## config.mk

```make
export PLATFORM = sky130hd
export DESIGN_NAME = read_bus_compare
export DESIGN_NICKNAME = d
export VERILOG_FILES = /design/src/bus_cmp_pkg.sv /design/src/cmp_fifo.sv /design/src/beat_fork.sv /design/src/id_queue_bank.sv /design/src/read_lane_tracker.sv /design/src/read_compare.sv /design/src/read_bus_compare.sv
export SDC_FILE = /design/constraint.sdc
export NUM_CORES = 2
export LEC_CHECK = 0
export BUFFER_PORTS_ARGS = -buffer_cell sky130_fd_sc_hd__buf_4
export CORE_MARGIN = 4
export CORE_UTILIZATION = 50
export DETAILED_ROUTE_END_ITERATION = 8
export GPL_TIMING_DRIVEN = 0
export PLACE_DENSITY = 0.77
export RECOVER_POWER = 50
export SYNTH_ARGS = -nofsm -noshare
export SYNTH_HDL_FRONTEND = slang
export SYNTH_SLANG_ARGS = --single-unit
```

## constraint.sdc

```tcl
create_clock -name clk_i -period 10.69 [get_ports clk_i]
set_input_delay 2.138 -clock clk_i [delete_from_list [all_inputs] [get_ports clk_i]]
set_output_delay 2.138 -clock clk_i [all_outputs]
set_load 0.005 [all_outputs]
```

## src/bus_cmp_pkg.sv

```systemverilog
/* Bus widths, channel structs and byte-lane types for the read-bus comparator */
`default_nettype none

package bus_cmp_pkg;

    // --------------------------------------------------
    // Bus dimensions
    // --------------------------------------------------
    localparam int unsigned ID_WIDTH         = 2;
    localparam int unsigned NUM_IDS          = 2 ** ID_WIDTH;
    localparam int unsigned ADDR_WIDTH       = 32;
    localparam int unsigned DATA_WIDTH       = 32;
    localparam int unsigned NUM_LANES        = DATA_WIDTH / 8;
    localparam int unsigned LANE_IDX_WIDTH   = $clog2(NUM_LANES);
    localparam int unsigned SIZE_WIDTH       = 3;
    localparam int unsigned LEN_WIDTH        = 8;

    // Queue sizing, lane info outlives the AR entry so it gets twice the room
    localparam int unsigned QUEUE_DEPTH      = 4;
    localparam int unsigned LANE_QUEUE_DEPTH = 2 * QUEUE_DEPTH;

    // --------------------------------------------------
    // Types
    // --------------------------------------------------
    typedef logic [ID_WIDTH-1:0]  id_t;
    typedef logic [NUM_IDS-1:0]   id_vec_t;
    typedef logic [NUM_LANES-1:0] lane_mask_t;

    typedef struct packed {
        id_t                   id;
        logic [ADDR_WIDTH-1:0] addr;
        logic [LEN_WIDTH-1:0]  len;
        logic [SIZE_WIDTH-1:0] size;
    } ar_chan_t;

    typedef struct packed {
        id_t                   id;
        logic [DATA_WIDTH-1:0] data;
        logic [1:0]            resp;
        logic                  last;
    } r_chan_t;

    // Start lane of the first beat and the beat size of one read burst
    typedef struct packed {
        logic [LANE_IDX_WIDTH-1:0] offset;
        logic [SIZE_WIDTH-1:0]     size;
    } lane_info_t;

endpackage

`default_nettype wire

```

## src/cmp_fifo.sv

```systemverilog
/* Synchronous FIFO without fall-through, head visible one cycle after push */
`timescale 1ns/1ns
`default_nettype none

module cmp_fifo #(
    parameter int unsigned WIDTH = 8,
    parameter int unsigned DEPTH = 4
) (
    input  logic             clk_i,
    input  logic             rst_ni,
    input  logic [WIDTH-1:0] data_i,
    input  logic             push_i,
    input  logic             pop_i,
    output logic [WIDTH-1:0] data_o,
    output logic             full_o,
    output logic             empty_o
);

    localparam int unsigned PTR_WIDTH = (DEPTH > 1) ? $clog2(DEPTH) : 1;
    localparam int unsigned CNT_WIDTH = $clog2(DEPTH + 1);

    logic [WIDTH-1:0]     mem_q [DEPTH];
    logic [PTR_WIDTH-1:0] wr_ptr_q;
    logic [PTR_WIDTH-1:0] rd_ptr_q;
    logic [CNT_WIDTH-1:0] count_q;
    logic                 do_push;
    logic                 do_pop;

    function automatic logic [PTR_WIDTH-1:0] next_ptr(input logic [PTR_WIDTH-1:0] ptr);
        return (ptr == PTR_WIDTH'(DEPTH - 1)) ? '0 : ptr + 1'b1;
    endfunction

    assign full_o  = (count_q == CNT_WIDTH'(DEPTH));
    assign empty_o = (count_q == '0);

    // Push on full and pop on empty are dropped
    assign do_push = push_i & ~full_o;
    assign do_pop  = pop_i & ~empty_o;

    assign data_o = mem_q[rd_ptr_q];

    always_ff @(posedge clk_i) begin
        if (do_push) begin
            mem_q[wr_ptr_q] <= data_i;
        end
    end

    always_ff @(posedge clk_i or negedge rst_ni) begin
        if (!rst_ni) begin
            wr_ptr_q <= '0;
            rd_ptr_q <= '0;
            count_q  <= '0;
        end else begin
            if (do_push) begin
                wr_ptr_q <= next_ptr(wr_ptr_q);
            end
            if (do_pop) begin
                rd_ptr_q <= next_ptr(rd_ptr_q);
            end
            case ({do_push, do_pop})
                2'b10:   count_q <= count_q + 1'b1;
                2'b01:   count_q <= count_q - 1'b1;
                default: count_q <= count_q;
            endcase
        end
    end

endmodule

`default_nettype wire

```

## src/beat_fork.sv

```systemverilog
/* Two-way valid/ready fork, remembers which branch already took the beat */
`timescale 1ns/1ns
`default_nettype none

module beat_fork (
    input  logic       clk_i,
    input  logic       rst_ni,
    input  logic       valid_i,
    output logic       ready_o,
    output logic [1:0] valid_o,
    input  logic [1:0] ready_i
);

    logic [1:0] sent_q;

    // A branch that has the beat is not offered it again
    assign valid_o = {2{valid_i}} & ~sent_q;

    // Source completes once every branch took it, now or before
    assign ready_o = &(ready_i | sent_q);

    always_ff @(posedge clk_i or negedge rst_ni) begin
        if (!rst_ni) begin
            sent_q <= '0;
        end else if (valid_i) begin
            if (ready_o) begin
                sent_q <= '0;
            end else begin
                sent_q <= sent_q | (valid_o & ready_i);
            end
        end
    end

endmodule

`default_nettype wire

```

## src/id_queue_bank.sv

```systemverilog
/* One FIFO per transaction ID, pushes routed by ID, per-ID heads out */
`timescale 1ns/1ns
`default_nettype none

module id_queue_bank #(
    parameter int unsigned WIDTH = 8
) (
    input  logic                                          clk_i,
    input  logic                                          rst_ni,
    input  logic [WIDTH-1:0]                              entry_i,
    input  bus_cmp_pkg::id_t                              id_i,
    input  logic                                          valid_i,
    output logic                                          ready_o,
    output bus_cmp_pkg::id_vec_t                          accepted_o,
    input  bus_cmp_pkg::id_vec_t                          pop_i,
    output bus_cmp_pkg::id_vec_t                          head_valid_o,
    output logic [bus_cmp_pkg::NUM_IDS-1:0][WIDTH-1:0]    heads_o
);

    import bus_cmp_pkg::*;

    id_vec_t push;
    id_vec_t full;
    id_vec_t empty;

    // --------------------------------------------------
    // Push routing
    // --------------------------------------------------
    always_comb begin
        push          = '0;
        push[id_i]    = valid_i;
    end

    // Ready only depends on the selected queue, never on valid
    assign ready_o    = ~full[id_i];
    assign accepted_o = push & ~full;

    // --------------------------------------------------
    // Per-ID queues
    // --------------------------------------------------
    for (genvar i = 0; i < NUM_IDS; i++) begin : gen_queue
        cmp_fifo #(
            .WIDTH ( WIDTH       ),
            .DEPTH ( QUEUE_DEPTH )
        ) i_fifo (
            .clk_i,
            .rst_ni,
            .data_i  ( entry_i    ),
            .push_i  ( push[i]    ),
            .pop_i   ( pop_i[i]   ),
            .data_o  ( heads_o[i] ),
            .full_o  ( full[i]    ),
            .empty_o ( empty[i]   )
        );
    end

    assign head_valid_o = ~empty;

endmodule

`default_nettype wire

```

## src/read_lane_tracker.sv

```systemverilog
/* Per-ID lane info queue and beat increment, gives the active byte lanes */
`timescale 1ns/1ns
`default_nettype none

module read_lane_tracker (
    input  logic                                                 clk_i,
    input  logic                                                 rst_ni,
    input  bus_cmp_pkg::ar_chan_t                                ar_i,
    input  bus_cmp_pkg::id_vec_t                                 ar_accepted_i,
    input  bus_cmp_pkg::id_vec_t                                 r_pop_i,
    input  bus_cmp_pkg::id_vec_t                                 r_last_i,
    output bus_cmp_pkg::lane_mask_t [bus_cmp_pkg::NUM_IDS-1:0]   lane_mask_o
);

    import bus_cmp_pkg::*;

    lane_info_t new_info;

    assign new_info.offset = ar_i.addr[LANE_IDX_WIDTH-1:0];
    assign new_info.size   = ar_i.size;

    for (genvar i = 0; i < NUM_IDS; i++) begin : gen_id
        lane_info_t                info;
        logic [LANE_IDX_WIDTH-1:0] incr_q;
        logic [LANE_IDX_WIDTH:0]   num_bytes;
        logic [LANE_IDX_WIDTH:0]   lower;
        logic [LANE_IDX_WIDTH:0]   upper;

        // Info leaves with the last beat of the burst
        cmp_fifo #(
            .WIDTH ( $bits(lane_info_t) ),
            .DEPTH ( LANE_QUEUE_DEPTH   )
        ) i_info_fifo (
            .clk_i,
            .rst_ni,
            .data_i  ( new_info                  ),
            .push_i  ( ar_accepted_i[i]          ),
            .pop_i   ( r_pop_i[i] & r_last_i[i]  ),
            .data_o  ( info                      ),
            .full_o  (                           ),
            .empty_o (                           )
        );

        // Sizes wider than the bus cover every lane
        assign num_bytes = (info.size >= LANE_IDX_WIDTH) ? (LANE_IDX_WIDTH+1)'(NUM_LANES)
                                                         : (LANE_IDX_WIDTH+1)'(1) << info.size;

        // Window runs from the current lane to the next size-aligned boundary
        assign lower = {1'b0, LANE_IDX_WIDTH'(info.offset + incr_q)};
        assign upper = (lower & ~(num_bytes - 1'b1)) + num_bytes;

        always_ff @(posedge clk_i or negedge rst_ni) begin
            if (!rst_ni) begin
                incr_q <= '0;
            end else if (r_pop_i[i]) begin
                if (r_last_i[i]) begin
                    incr_q <= '0;
                end else begin
                    // Wraps into the next data word
                    incr_q <= LANE_IDX_WIDTH'(upper - {1'b0, info.offset});
                end
            end
        end

        always_comb begin
            for (int j = 0; j < NUM_LANES; j++) begin
                lane_mask_o[i][j] = (j >= lower) && (j < upper);
            end
        end
    end

endmodule

`default_nettype wire

```

## src/read_compare.sv

```systemverilog
/* Per-ID compare of AR and R queue heads, gives pops and mismatch bits */
`timescale 1ns/1ns
`default_nettype none

module read_compare (
    input  bus_cmp_pkg::id_vec_t                                ar_head_valid_a_i,
    input  bus_cmp_pkg::id_vec_t                                ar_head_valid_b_i,
    input  bus_cmp_pkg::ar_chan_t   [bus_cmp_pkg::NUM_IDS-1:0]  ar_heads_a_i,
    input  bus_cmp_pkg::ar_chan_t   [bus_cmp_pkg::NUM_IDS-1:0]  ar_heads_b_i,
    input  bus_cmp_pkg::id_vec_t                                r_head_valid_a_i,
    input  bus_cmp_pkg::id_vec_t                                r_head_valid_b_i,
    input  bus_cmp_pkg::r_chan_t    [bus_cmp_pkg::NUM_IDS-1:0]  r_heads_a_i,
    input  bus_cmp_pkg::r_chan_t    [bus_cmp_pkg::NUM_IDS-1:0]  r_heads_b_i,
    input  bus_cmp_pkg::lane_mask_t [bus_cmp_pkg::NUM_IDS-1:0]  lane_mask_i,
    output bus_cmp_pkg::id_vec_t                                ar_pop_o,
    output bus_cmp_pkg::id_vec_t                                r_pop_o,
    output bus_cmp_pkg::id_vec_t                                ar_mismatch_o,
    output bus_cmp_pkg::id_vec_t                                r_mismatch_o
);

    import bus_cmp_pkg::*;

    // Pairs leave together as soon as both heads are present
    assign ar_pop_o = ar_head_valid_a_i & ar_head_valid_b_i;
    assign r_pop_o  = r_head_valid_a_i & r_head_valid_b_i;

    for (genvar i = 0; i < NUM_IDS; i++) begin : gen_id
        lane_mask_t lane_diff;
        logic       data_mismatch;
        logic       ctrl_mismatch;

        for (genvar j = 0; j < NUM_LANES; j++) begin : gen_lane
            assign lane_diff[j] = r_heads_a_i[i].data[8*j +: 8] != r_heads_b_i[i].data[8*j +: 8];
        end

        // Only lanes that carry this beat count
        assign data_mismatch = |(lane_diff & lane_mask_i[i]);
        assign ctrl_mismatch = (r_heads_a_i[i].id   != r_heads_b_i[i].id)   ||
                               (r_heads_a_i[i].resp != r_heads_b_i[i].resp) ||
                               (r_heads_a_i[i].last != r_heads_b_i[i].last);

        assign ar_mismatch_o[i] = ar_pop_o[i] && (ar_heads_a_i[i] != ar_heads_b_i[i]);
        assign r_mismatch_o[i]  = r_pop_o[i] && (data_mismatch || ctrl_mismatch);
    end

endmodule

`default_nettype wire

```

## src/read_bus_compare.sv

```systemverilog
/* Read-bus comparator top, passes AR and R of buses A and B through */
/* and compares the per-ID queued copies */
`timescale 1ns/1ns
`default_nettype none

module read_bus_compare (
    input  logic                  clk_i,
    input  logic                  rst_ni,
    // Bus A
    input  bus_cmp_pkg::ar_chan_t a_ar_i,
    input  logic                  a_ar_valid_i,
    output logic                  a_ar_ready_o,
    output bus_cmp_pkg::ar_chan_t a_ar_o,
    output logic                  a_ar_valid_o,
    input  logic                  a_ar_ready_i,
    input  bus_cmp_pkg::r_chan_t  a_r_i,
    input  logic                  a_r_valid_i,
    output logic                  a_r_ready_o,
    output bus_cmp_pkg::r_chan_t  a_r_o,
    output logic                  a_r_valid_o,
    input  logic                  a_r_ready_i,
    // Bus B
    input  bus_cmp_pkg::ar_chan_t b_ar_i,
    input  logic                  b_ar_valid_i,
    output logic                  b_ar_ready_o,
    output bus_cmp_pkg::ar_chan_t b_ar_o,
    output logic                  b_ar_valid_o,
    input  logic                  b_ar_ready_i,
    input  bus_cmp_pkg::r_chan_t  b_r_i,
    input  logic                  b_r_valid_i,
    output logic                  b_r_ready_o,
    output bus_cmp_pkg::r_chan_t  b_r_o,
    output logic                  b_r_valid_o,
    input  logic                  b_r_ready_i,
    // Status
    output bus_cmp_pkg::id_vec_t  ar_mismatch_o,
    output bus_cmp_pkg::id_vec_t  r_mismatch_o,
    output logic                  mismatch_o,
    output logic                  busy_o
);

    import bus_cmp_pkg::*;

    logic       ar_bank_valid_a;
    logic       ar_bank_ready_a;
    logic       ar_bank_valid_b;
    logic       ar_bank_ready_b;
    logic       r_bank_valid_a;
    logic       r_bank_ready_a;
    logic       r_bank_valid_b;
    logic       r_bank_ready_b;
    id_vec_t    ar_accepted_a;
    id_vec_t    ar_head_valid_a;
    id_vec_t    ar_head_valid_b;
    id_vec_t    r_head_valid_a;
    id_vec_t    r_head_valid_b;
    ar_chan_t   [NUM_IDS-1:0] ar_heads_a;
    ar_chan_t   [NUM_IDS-1:0] ar_heads_b;
    r_chan_t    [NUM_IDS-1:0] r_heads_a;
    r_chan_t    [NUM_IDS-1:0] r_heads_b;
    id_vec_t    ar_pop;
    id_vec_t    r_pop;
    id_vec_t    r_last_a;
    lane_mask_t [NUM_IDS-1:0] lane_mask;

    // Payloads pass straight through
    assign a_ar_o = a_ar_i;
    assign b_ar_o = b_ar_i;
    assign a_r_o  = a_r_i;
    assign b_r_o  = b_r_i;

    // --------------------------------------------------
    // Forks, bit 0 is the bus branch, bit 1 the queue
    // --------------------------------------------------
    beat_fork i_ar_fork_a (
        .clk_i, .rst_ni,
        .valid_i ( a_ar_valid_i                    ),
        .ready_o ( a_ar_ready_o                    ),
        .valid_o ( {ar_bank_valid_a, a_ar_valid_o} ),
        .ready_i ( {ar_bank_ready_a, a_ar_ready_i} )
    );

    beat_fork i_ar_fork_b (
        .clk_i, .rst_ni,
        .valid_i ( b_ar_valid_i                    ),
        .ready_o ( b_ar_ready_o                    ),
        .valid_o ( {ar_bank_valid_b, b_ar_valid_o} ),
        .ready_i ( {ar_bank_ready_b, b_ar_ready_i} )
    );

    beat_fork i_r_fork_a (
        .clk_i, .rst_ni,
        .valid_i ( a_r_valid_i                   ),
        .ready_o ( a_r_ready_o                   ),
        .valid_o ( {r_bank_valid_a, a_r_valid_o} ),
        .ready_i ( {r_bank_ready_a, a_r_ready_i} )
    );

    beat_fork i_r_fork_b (
        .clk_i, .rst_ni,
        .valid_i ( b_r_valid_i                   ),
        .ready_o ( b_r_ready_o                   ),
        .valid_o ( {r_bank_valid_b, b_r_valid_o} ),
        .ready_i ( {r_bank_ready_b, b_r_ready_i} )
    );

    // --------------------------------------------------
    // Per-ID queues
    // --------------------------------------------------
    id_queue_bank #(.WIDTH($bits(ar_chan_t))) i_ar_bank_a (
        .clk_i, .rst_ni,
        .entry_i ( a_ar_i ), .id_i ( a_ar_i.id ),
        .valid_i ( ar_bank_valid_a ), .ready_o ( ar_bank_ready_a ),
        .accepted_o ( ar_accepted_a ), .pop_i ( ar_pop ),
        .head_valid_o ( ar_head_valid_a ), .heads_o ( ar_heads_a )
    );

    id_queue_bank #(.WIDTH($bits(ar_chan_t))) i_ar_bank_b (
        .clk_i, .rst_ni,
        .entry_i ( b_ar_i ), .id_i ( b_ar_i.id ),
        .valid_i ( ar_bank_valid_b ), .ready_o ( ar_bank_ready_b ),
        .accepted_o ( ), .pop_i ( ar_pop ),
        .head_valid_o ( ar_head_valid_b ), .heads_o ( ar_heads_b )
    );

    id_queue_bank #(.WIDTH($bits(r_chan_t))) i_r_bank_a (
        .clk_i, .rst_ni,
        .entry_i ( a_r_i ), .id_i ( a_r_i.id ),
        .valid_i ( r_bank_valid_a ), .ready_o ( r_bank_ready_a ),
        .accepted_o ( ), .pop_i ( r_pop ),
        .head_valid_o ( r_head_valid_a ), .heads_o ( r_heads_a )
    );

    id_queue_bank #(.WIDTH($bits(r_chan_t))) i_r_bank_b (
        .clk_i, .rst_ni,
        .entry_i ( b_r_i ), .id_i ( b_r_i.id ),
        .valid_i ( r_bank_valid_b ), .ready_o ( r_bank_ready_b ),
        .accepted_o ( ), .pop_i ( r_pop ),
        .head_valid_o ( r_head_valid_b ), .heads_o ( r_heads_b )
    );

    // --------------------------------------------------
    // Lane tracking and compare
    // --------------------------------------------------
    always_comb begin
        for (int i = 0; i < NUM_IDS; i++) begin
            r_last_a[i] = r_heads_a[i].last;
        end
    end

    // Lanes follow the bus A request
    read_lane_tracker i_lane_tracker (
        .clk_i, .rst_ni,
        .ar_i          ( a_ar_i        ),
        .ar_accepted_i ( ar_accepted_a ),
        .r_pop_i       ( r_pop         ),
        .r_last_i      ( r_last_a      ),
        .lane_mask_o   ( lane_mask     )
    );

    read_compare i_compare (
        .ar_head_valid_a_i ( ar_head_valid_a ), .ar_head_valid_b_i ( ar_head_valid_b ),
        .ar_heads_a_i      ( ar_heads_a      ), .ar_heads_b_i      ( ar_heads_b      ),
        .r_head_valid_a_i  ( r_head_valid_a  ), .r_head_valid_b_i  ( r_head_valid_b  ),
        .r_heads_a_i       ( r_heads_a       ), .r_heads_b_i       ( r_heads_b       ),
        .lane_mask_i       ( lane_mask       ),
        .ar_pop_o          ( ar_pop          ), .r_pop_o           ( r_pop           ),
        .ar_mismatch_o,
        .r_mismatch_o
    );

    assign mismatch_o = (|ar_mismatch_o) | (|r_mismatch_o);
    assign busy_o     = |{ar_head_valid_a, ar_head_valid_b, r_head_valid_a, r_head_valid_b};

endmodule

`default_nettype wire

```

==> impl_metrics.yaml <==
outcome:
  outcome: "complete, but fails checks"
  failed_checks: "capacitance limit, slew limit"
clock_tree:
  cts-buffers-inserted: 306
  clk_latency_ps: 930
  cts_buffer_depth: 4
  htree_levels: 5
  postCtsHoldBufs: 0
  root_buffer: "clkbuf_16"
  tritoncts: "yes"
  clkSlewWorstSetupHoldPaths_ps: 60
  cts_resized: 0
  clock_sinks: 2952
  post_cts_buffers: 0
timing:
  min_period_ps: 8940
  post-route-period-util: 0.837
  finalSetupViolCount: 0
  tightest_slew_ps: 6360
  clock.fmax_mhz: 112
  relSlewSlack: -3.24
  tns_ps: 0
  finalHoldViolations: 0
  grt_setup_unrepaired: "false"
  finClkSkew_ps: 80.0
  slew_viol_final: 1492
critical_path:
  worstPathRequired_ps: 8550
  worst_path_most_repeated_cell: "or4_1"
  path_buf_inv: 3
  crit_slowest_cell: "clkbuf_1"
  slowest_delay_ps: 910
  critPathKind: "reg -> out"
  crit_family: "simple AND/OR/NAND/NOR gates"
  crit_chain: "clkbuf_1, clkbuf_1, mux4_2, xor2_1, nor4_1, nand4_1, o31a_1, or4_1, or4_1, or4_1, buf_4"
  startpoint_type: "flip-flop"
  end_kind: "primary output"
  crit_fanout: 10
  worstPathArrival_ps: 6800
floorplan:
  io_pins: 356
  core_mm2: 0.230
  die_w_um: 489
  initial_core_util: 0.503
  std_cell_rows: 176
  die_h_um: 489
  dieArea_mm2: 0.239
route:
  wl_per_cell_um: 32.9
  viasPerCell: 6.25
  detail_route.drc_violations: 0
  ant_nets: 0
  routed_wl_mm: 311
  vias: 59100
  dr.pass1.iters: 7
  drt_iter0_markers: 9424
yosys:
  synthMuxAreaShare: 0.136
  synth-compound-area-share: 0.0107
  yosysWarningCount: 0
  synthAdderAreaFrac: 0.0177
  synth_top_area_cell: "edfxtp_1"
  synth_xor_area_frac: 0.0312
  netlist_top_cells_count: "edfxtp_1 (2,784), mux4_2 (680), xor2_1 (245), buf_4 (173), dfrtp_1 (168)"
  syn_avg_cell_area_um2: 21.3
  synth_top_area_share: 0.722
  synth_area_leaders: "edfxtp_1 (72%), mux4_2 (13%), dfrtp_1 (3.6%)"
  syn_nets: 5766
  synth_cells: 5440
  synthArstFlopShare: 0.0569
  yosysMostFrequentCell: "edfxtp_1"
  synthesis.area_mm2: 0.116
  synth_edf_count: 2784
  yosys.area_share.simple: 0.0244
  synth_cell_types: 60
  ys_seq_area_frac: 0.758
  synth-seq-cells: 2952
  yosys_most_used_dff: "edfxtp_1"
  synth_top_family_by_area: "multiplexers"
power_and_ir_drop:
  power_density_mw_per_mm2: 259
  ir_drop_uv: 173
  power_leakage_nw: 43.8
placed_design:
  finalWeightedCongestion: 0.831
  post-place-cells: 8890
  port_buffers: 355
  dpl.hpwl_mm: 191
global_route:
  grt_pass1_vias: 60900
  antenna_found_initial: 39
  grt_pass1_wl_mm: 442
  grt_overflow: 0
  grtUsageTotal: 0.260
  grt_start_max_net_pins: 101
min_path:
  holdCritPathClass: "reg -> reg"
layout:
  syn_to_final_growth_pct: 14.7
  nNetsFinal: 6500
  drive_gt1_frac: 0.262
  fin_cells: 9445
  fill_cells: 15800
job:
  maxCapViolCount: 74
[final cells by class]
type	instances	area [um^2]	area share
Sequential cell	2952	87800	0.661
Timing Repair Buffer	426	3400	0.0256
Multi-Input combinational cell	2026	25600	0.193
Tap cell	3026	3790	0.0285
Inverter	134	503	0.00379
Antenna cell	20	50.0	0.000377
Buffer	328	1990	0.0150
Clock buffer	384	8220	0.0619
Clock inverter	149	1500	0.0113
[cells in the final DEF (no fill, tap or decap), types with 11 or more instances in the layout]
| master | Yosys | final |
|---|---|---|
| a21o_1 | 23 | 23 |
| a21oi_1 | 28 | 28 |
| a31oi_1 | 17 | 17 |
| and2_2 | 0 | 35 |
| and3_2 | 0 | 24 |
| buf_1 | 42 | 27 |
| buf_12 | 0 | 63 |
| buf_2 | 31 | 31 |
| buf_4 | 173 | 364 |
| buf_6 | 10 | 11 |
| bufinv_16 | 0 | 30 |
| clkbuf_1 | 72 | 313 |
| clkbuf_16 | 0 | 313 |
| clkbuf_8 | 0 | 12 |
| clkinv_1 | 1 | 49 |
| clkinv_2 | 0 | 56 |
| dfrtp_1 | 168 | 168 |
| diode_2 | 0 | 20 |
| edfxtp_1 | 2784 | 2784 |
| fa_1 | 20 | 20 |
| ha_1 | 132 | 132 |
| inv_1 | 133 | 133 |
| mux2_2 | 26 | 25 |
| mux2i_1 | 18 | 18 |
| mux4_2 | 680 | 680 |
| nand2_1 | 120 | 120 |
| nand2b_1 | 11 | 11 |
| nand3_1 | 18 | 18 |
| nand4_1 | 40 | 40 |
| nor2_1 | 96 | 96 |
| nor3_1 | 75 | 75 |
| nor3b_1 | 13 | 12 |
| nor4_1 | 53 | 51 |
| o21ai_0 | 55 | 55 |
| or3_1 | 23 | 23 |
| xnor2_1 | 167 | 167 |
| xor2_1 | 245 | 245 |
[layer usage]
layer | part of all wire | global-route usage | vias up
met5 | 0.000087 | 0 | -
met4 | 0.060 | 0.136 | 4
met2 | 0.48 | 0.415 | 4308
met1 | 0.33 | 0.333 | 30600
met3 | 0.13 | 0.0675 | 807
li1 | - | - | 23400
[registers in the layout (all words and copies together), names as in the netlist, 12 cells and up]
signal	cells
i_ar_bank_a.gen_queue.i_fifo.count_q	12
i_ar_bank_a.gen_queue.i_fifo.mem_q	720
i_ar_bank_b.gen_queue.i_fifo.count_q	12
i_ar_bank_b.gen_queue.i_fifo.mem_q	720
i_lane_tracker.gen_id.i_info_fifo.count_q	16
i_lane_tracker.gen_id.i_info_fifo.mem_q	160
i_lane_tracker.gen_id.i_info_fifo.rd_ptr_q	12
i_lane_tracker.gen_id.i_info_fifo.wr_ptr_q	12
i_r_bank_a.gen_queue.i_fifo.count_q	12
i_r_bank_a.gen_queue.i_fifo.mem_q	592
i_r_bank_b.gen_queue.i_fifo.count_q	12
i_r_bank_b.gen_queue.i_fifo.mem_q	592
[through the flow]
stage	utilization	cell area [um^2]	power, mW	hold WS [ps]	setup WS (ps)
after floorplan	-	116000	20.8	455	4250
after global placement	0.531	122000	23.5	474	2350
after detailed placement	0.538	124000	24.0	474	2590
after CTS	0.580	133000	34.5	486	1510
after global routing	0.577	133000	35.7	508	1320
final	0.577	133000	34.4	485	1750
[worst paths after layout]
check,startpoint,endpoint,slack (ps),depth (start not counted)
max,i_ar_bank_a.gen_queue[1].i_fifo.rd_ptr_q[1],mismatch_o,1750,11
min,i_lane_tracker.gen_id[0].i_info_fifo.count_q[3],i_lane_tracker.gen_id[0].i_info_fifo.count_q[3],480,1
max reg2reg,i_r_bank_a.gen_queue[2].i_fifo.rd_ptr_q[0],i_lane_tracker.gen_id[2].i_info_fifo.count_q[3],5970,12
min reg2reg,i_lane_tracker.gen_id[0].i_info_fifo.count_q[3],i_lane_tracker.gen_id[0].i_info_fifo.count_q[3],480,1
max in group asynchronous,rst_ni,i_r_bank_b.gen_queue[2].i_fifo.wr_ptr_q[1],2230,2
min in group asynchronous,rst_ni,i_ar_bank_b.gen_queue[0].i_fifo.rd_ptr_q[0],1550,1
[worst register-to-register path, stage by stage, from the launching register on]
cell	delay, ps
dfrtp_1	460
clkbuf_1	950
buf_1	890
mux4_2	760
nand3_1	240
inv_1	110
ha_1	230
ha_1	290
a21o_1	180
a21oi_1	170
xnor2_1	140
nor2_1	70
xor2_1	140
[cell families after synthesis]
logic type,after synthesis
buf+inv,462
flops,2952
simple gates,550
xor+xnor,412
mux,724
compound gates,188
fa+ha+maj,152
[where the power goes]
part	switching (mW)	total, mW	internal (mW)
sequential	0.408	13.8	13.4
clock	4.31	10.5	6.16
combinational	5.79	10.1	4.36
total	10.5	34.4	23.9
Power figures use the tool's default switching activity.
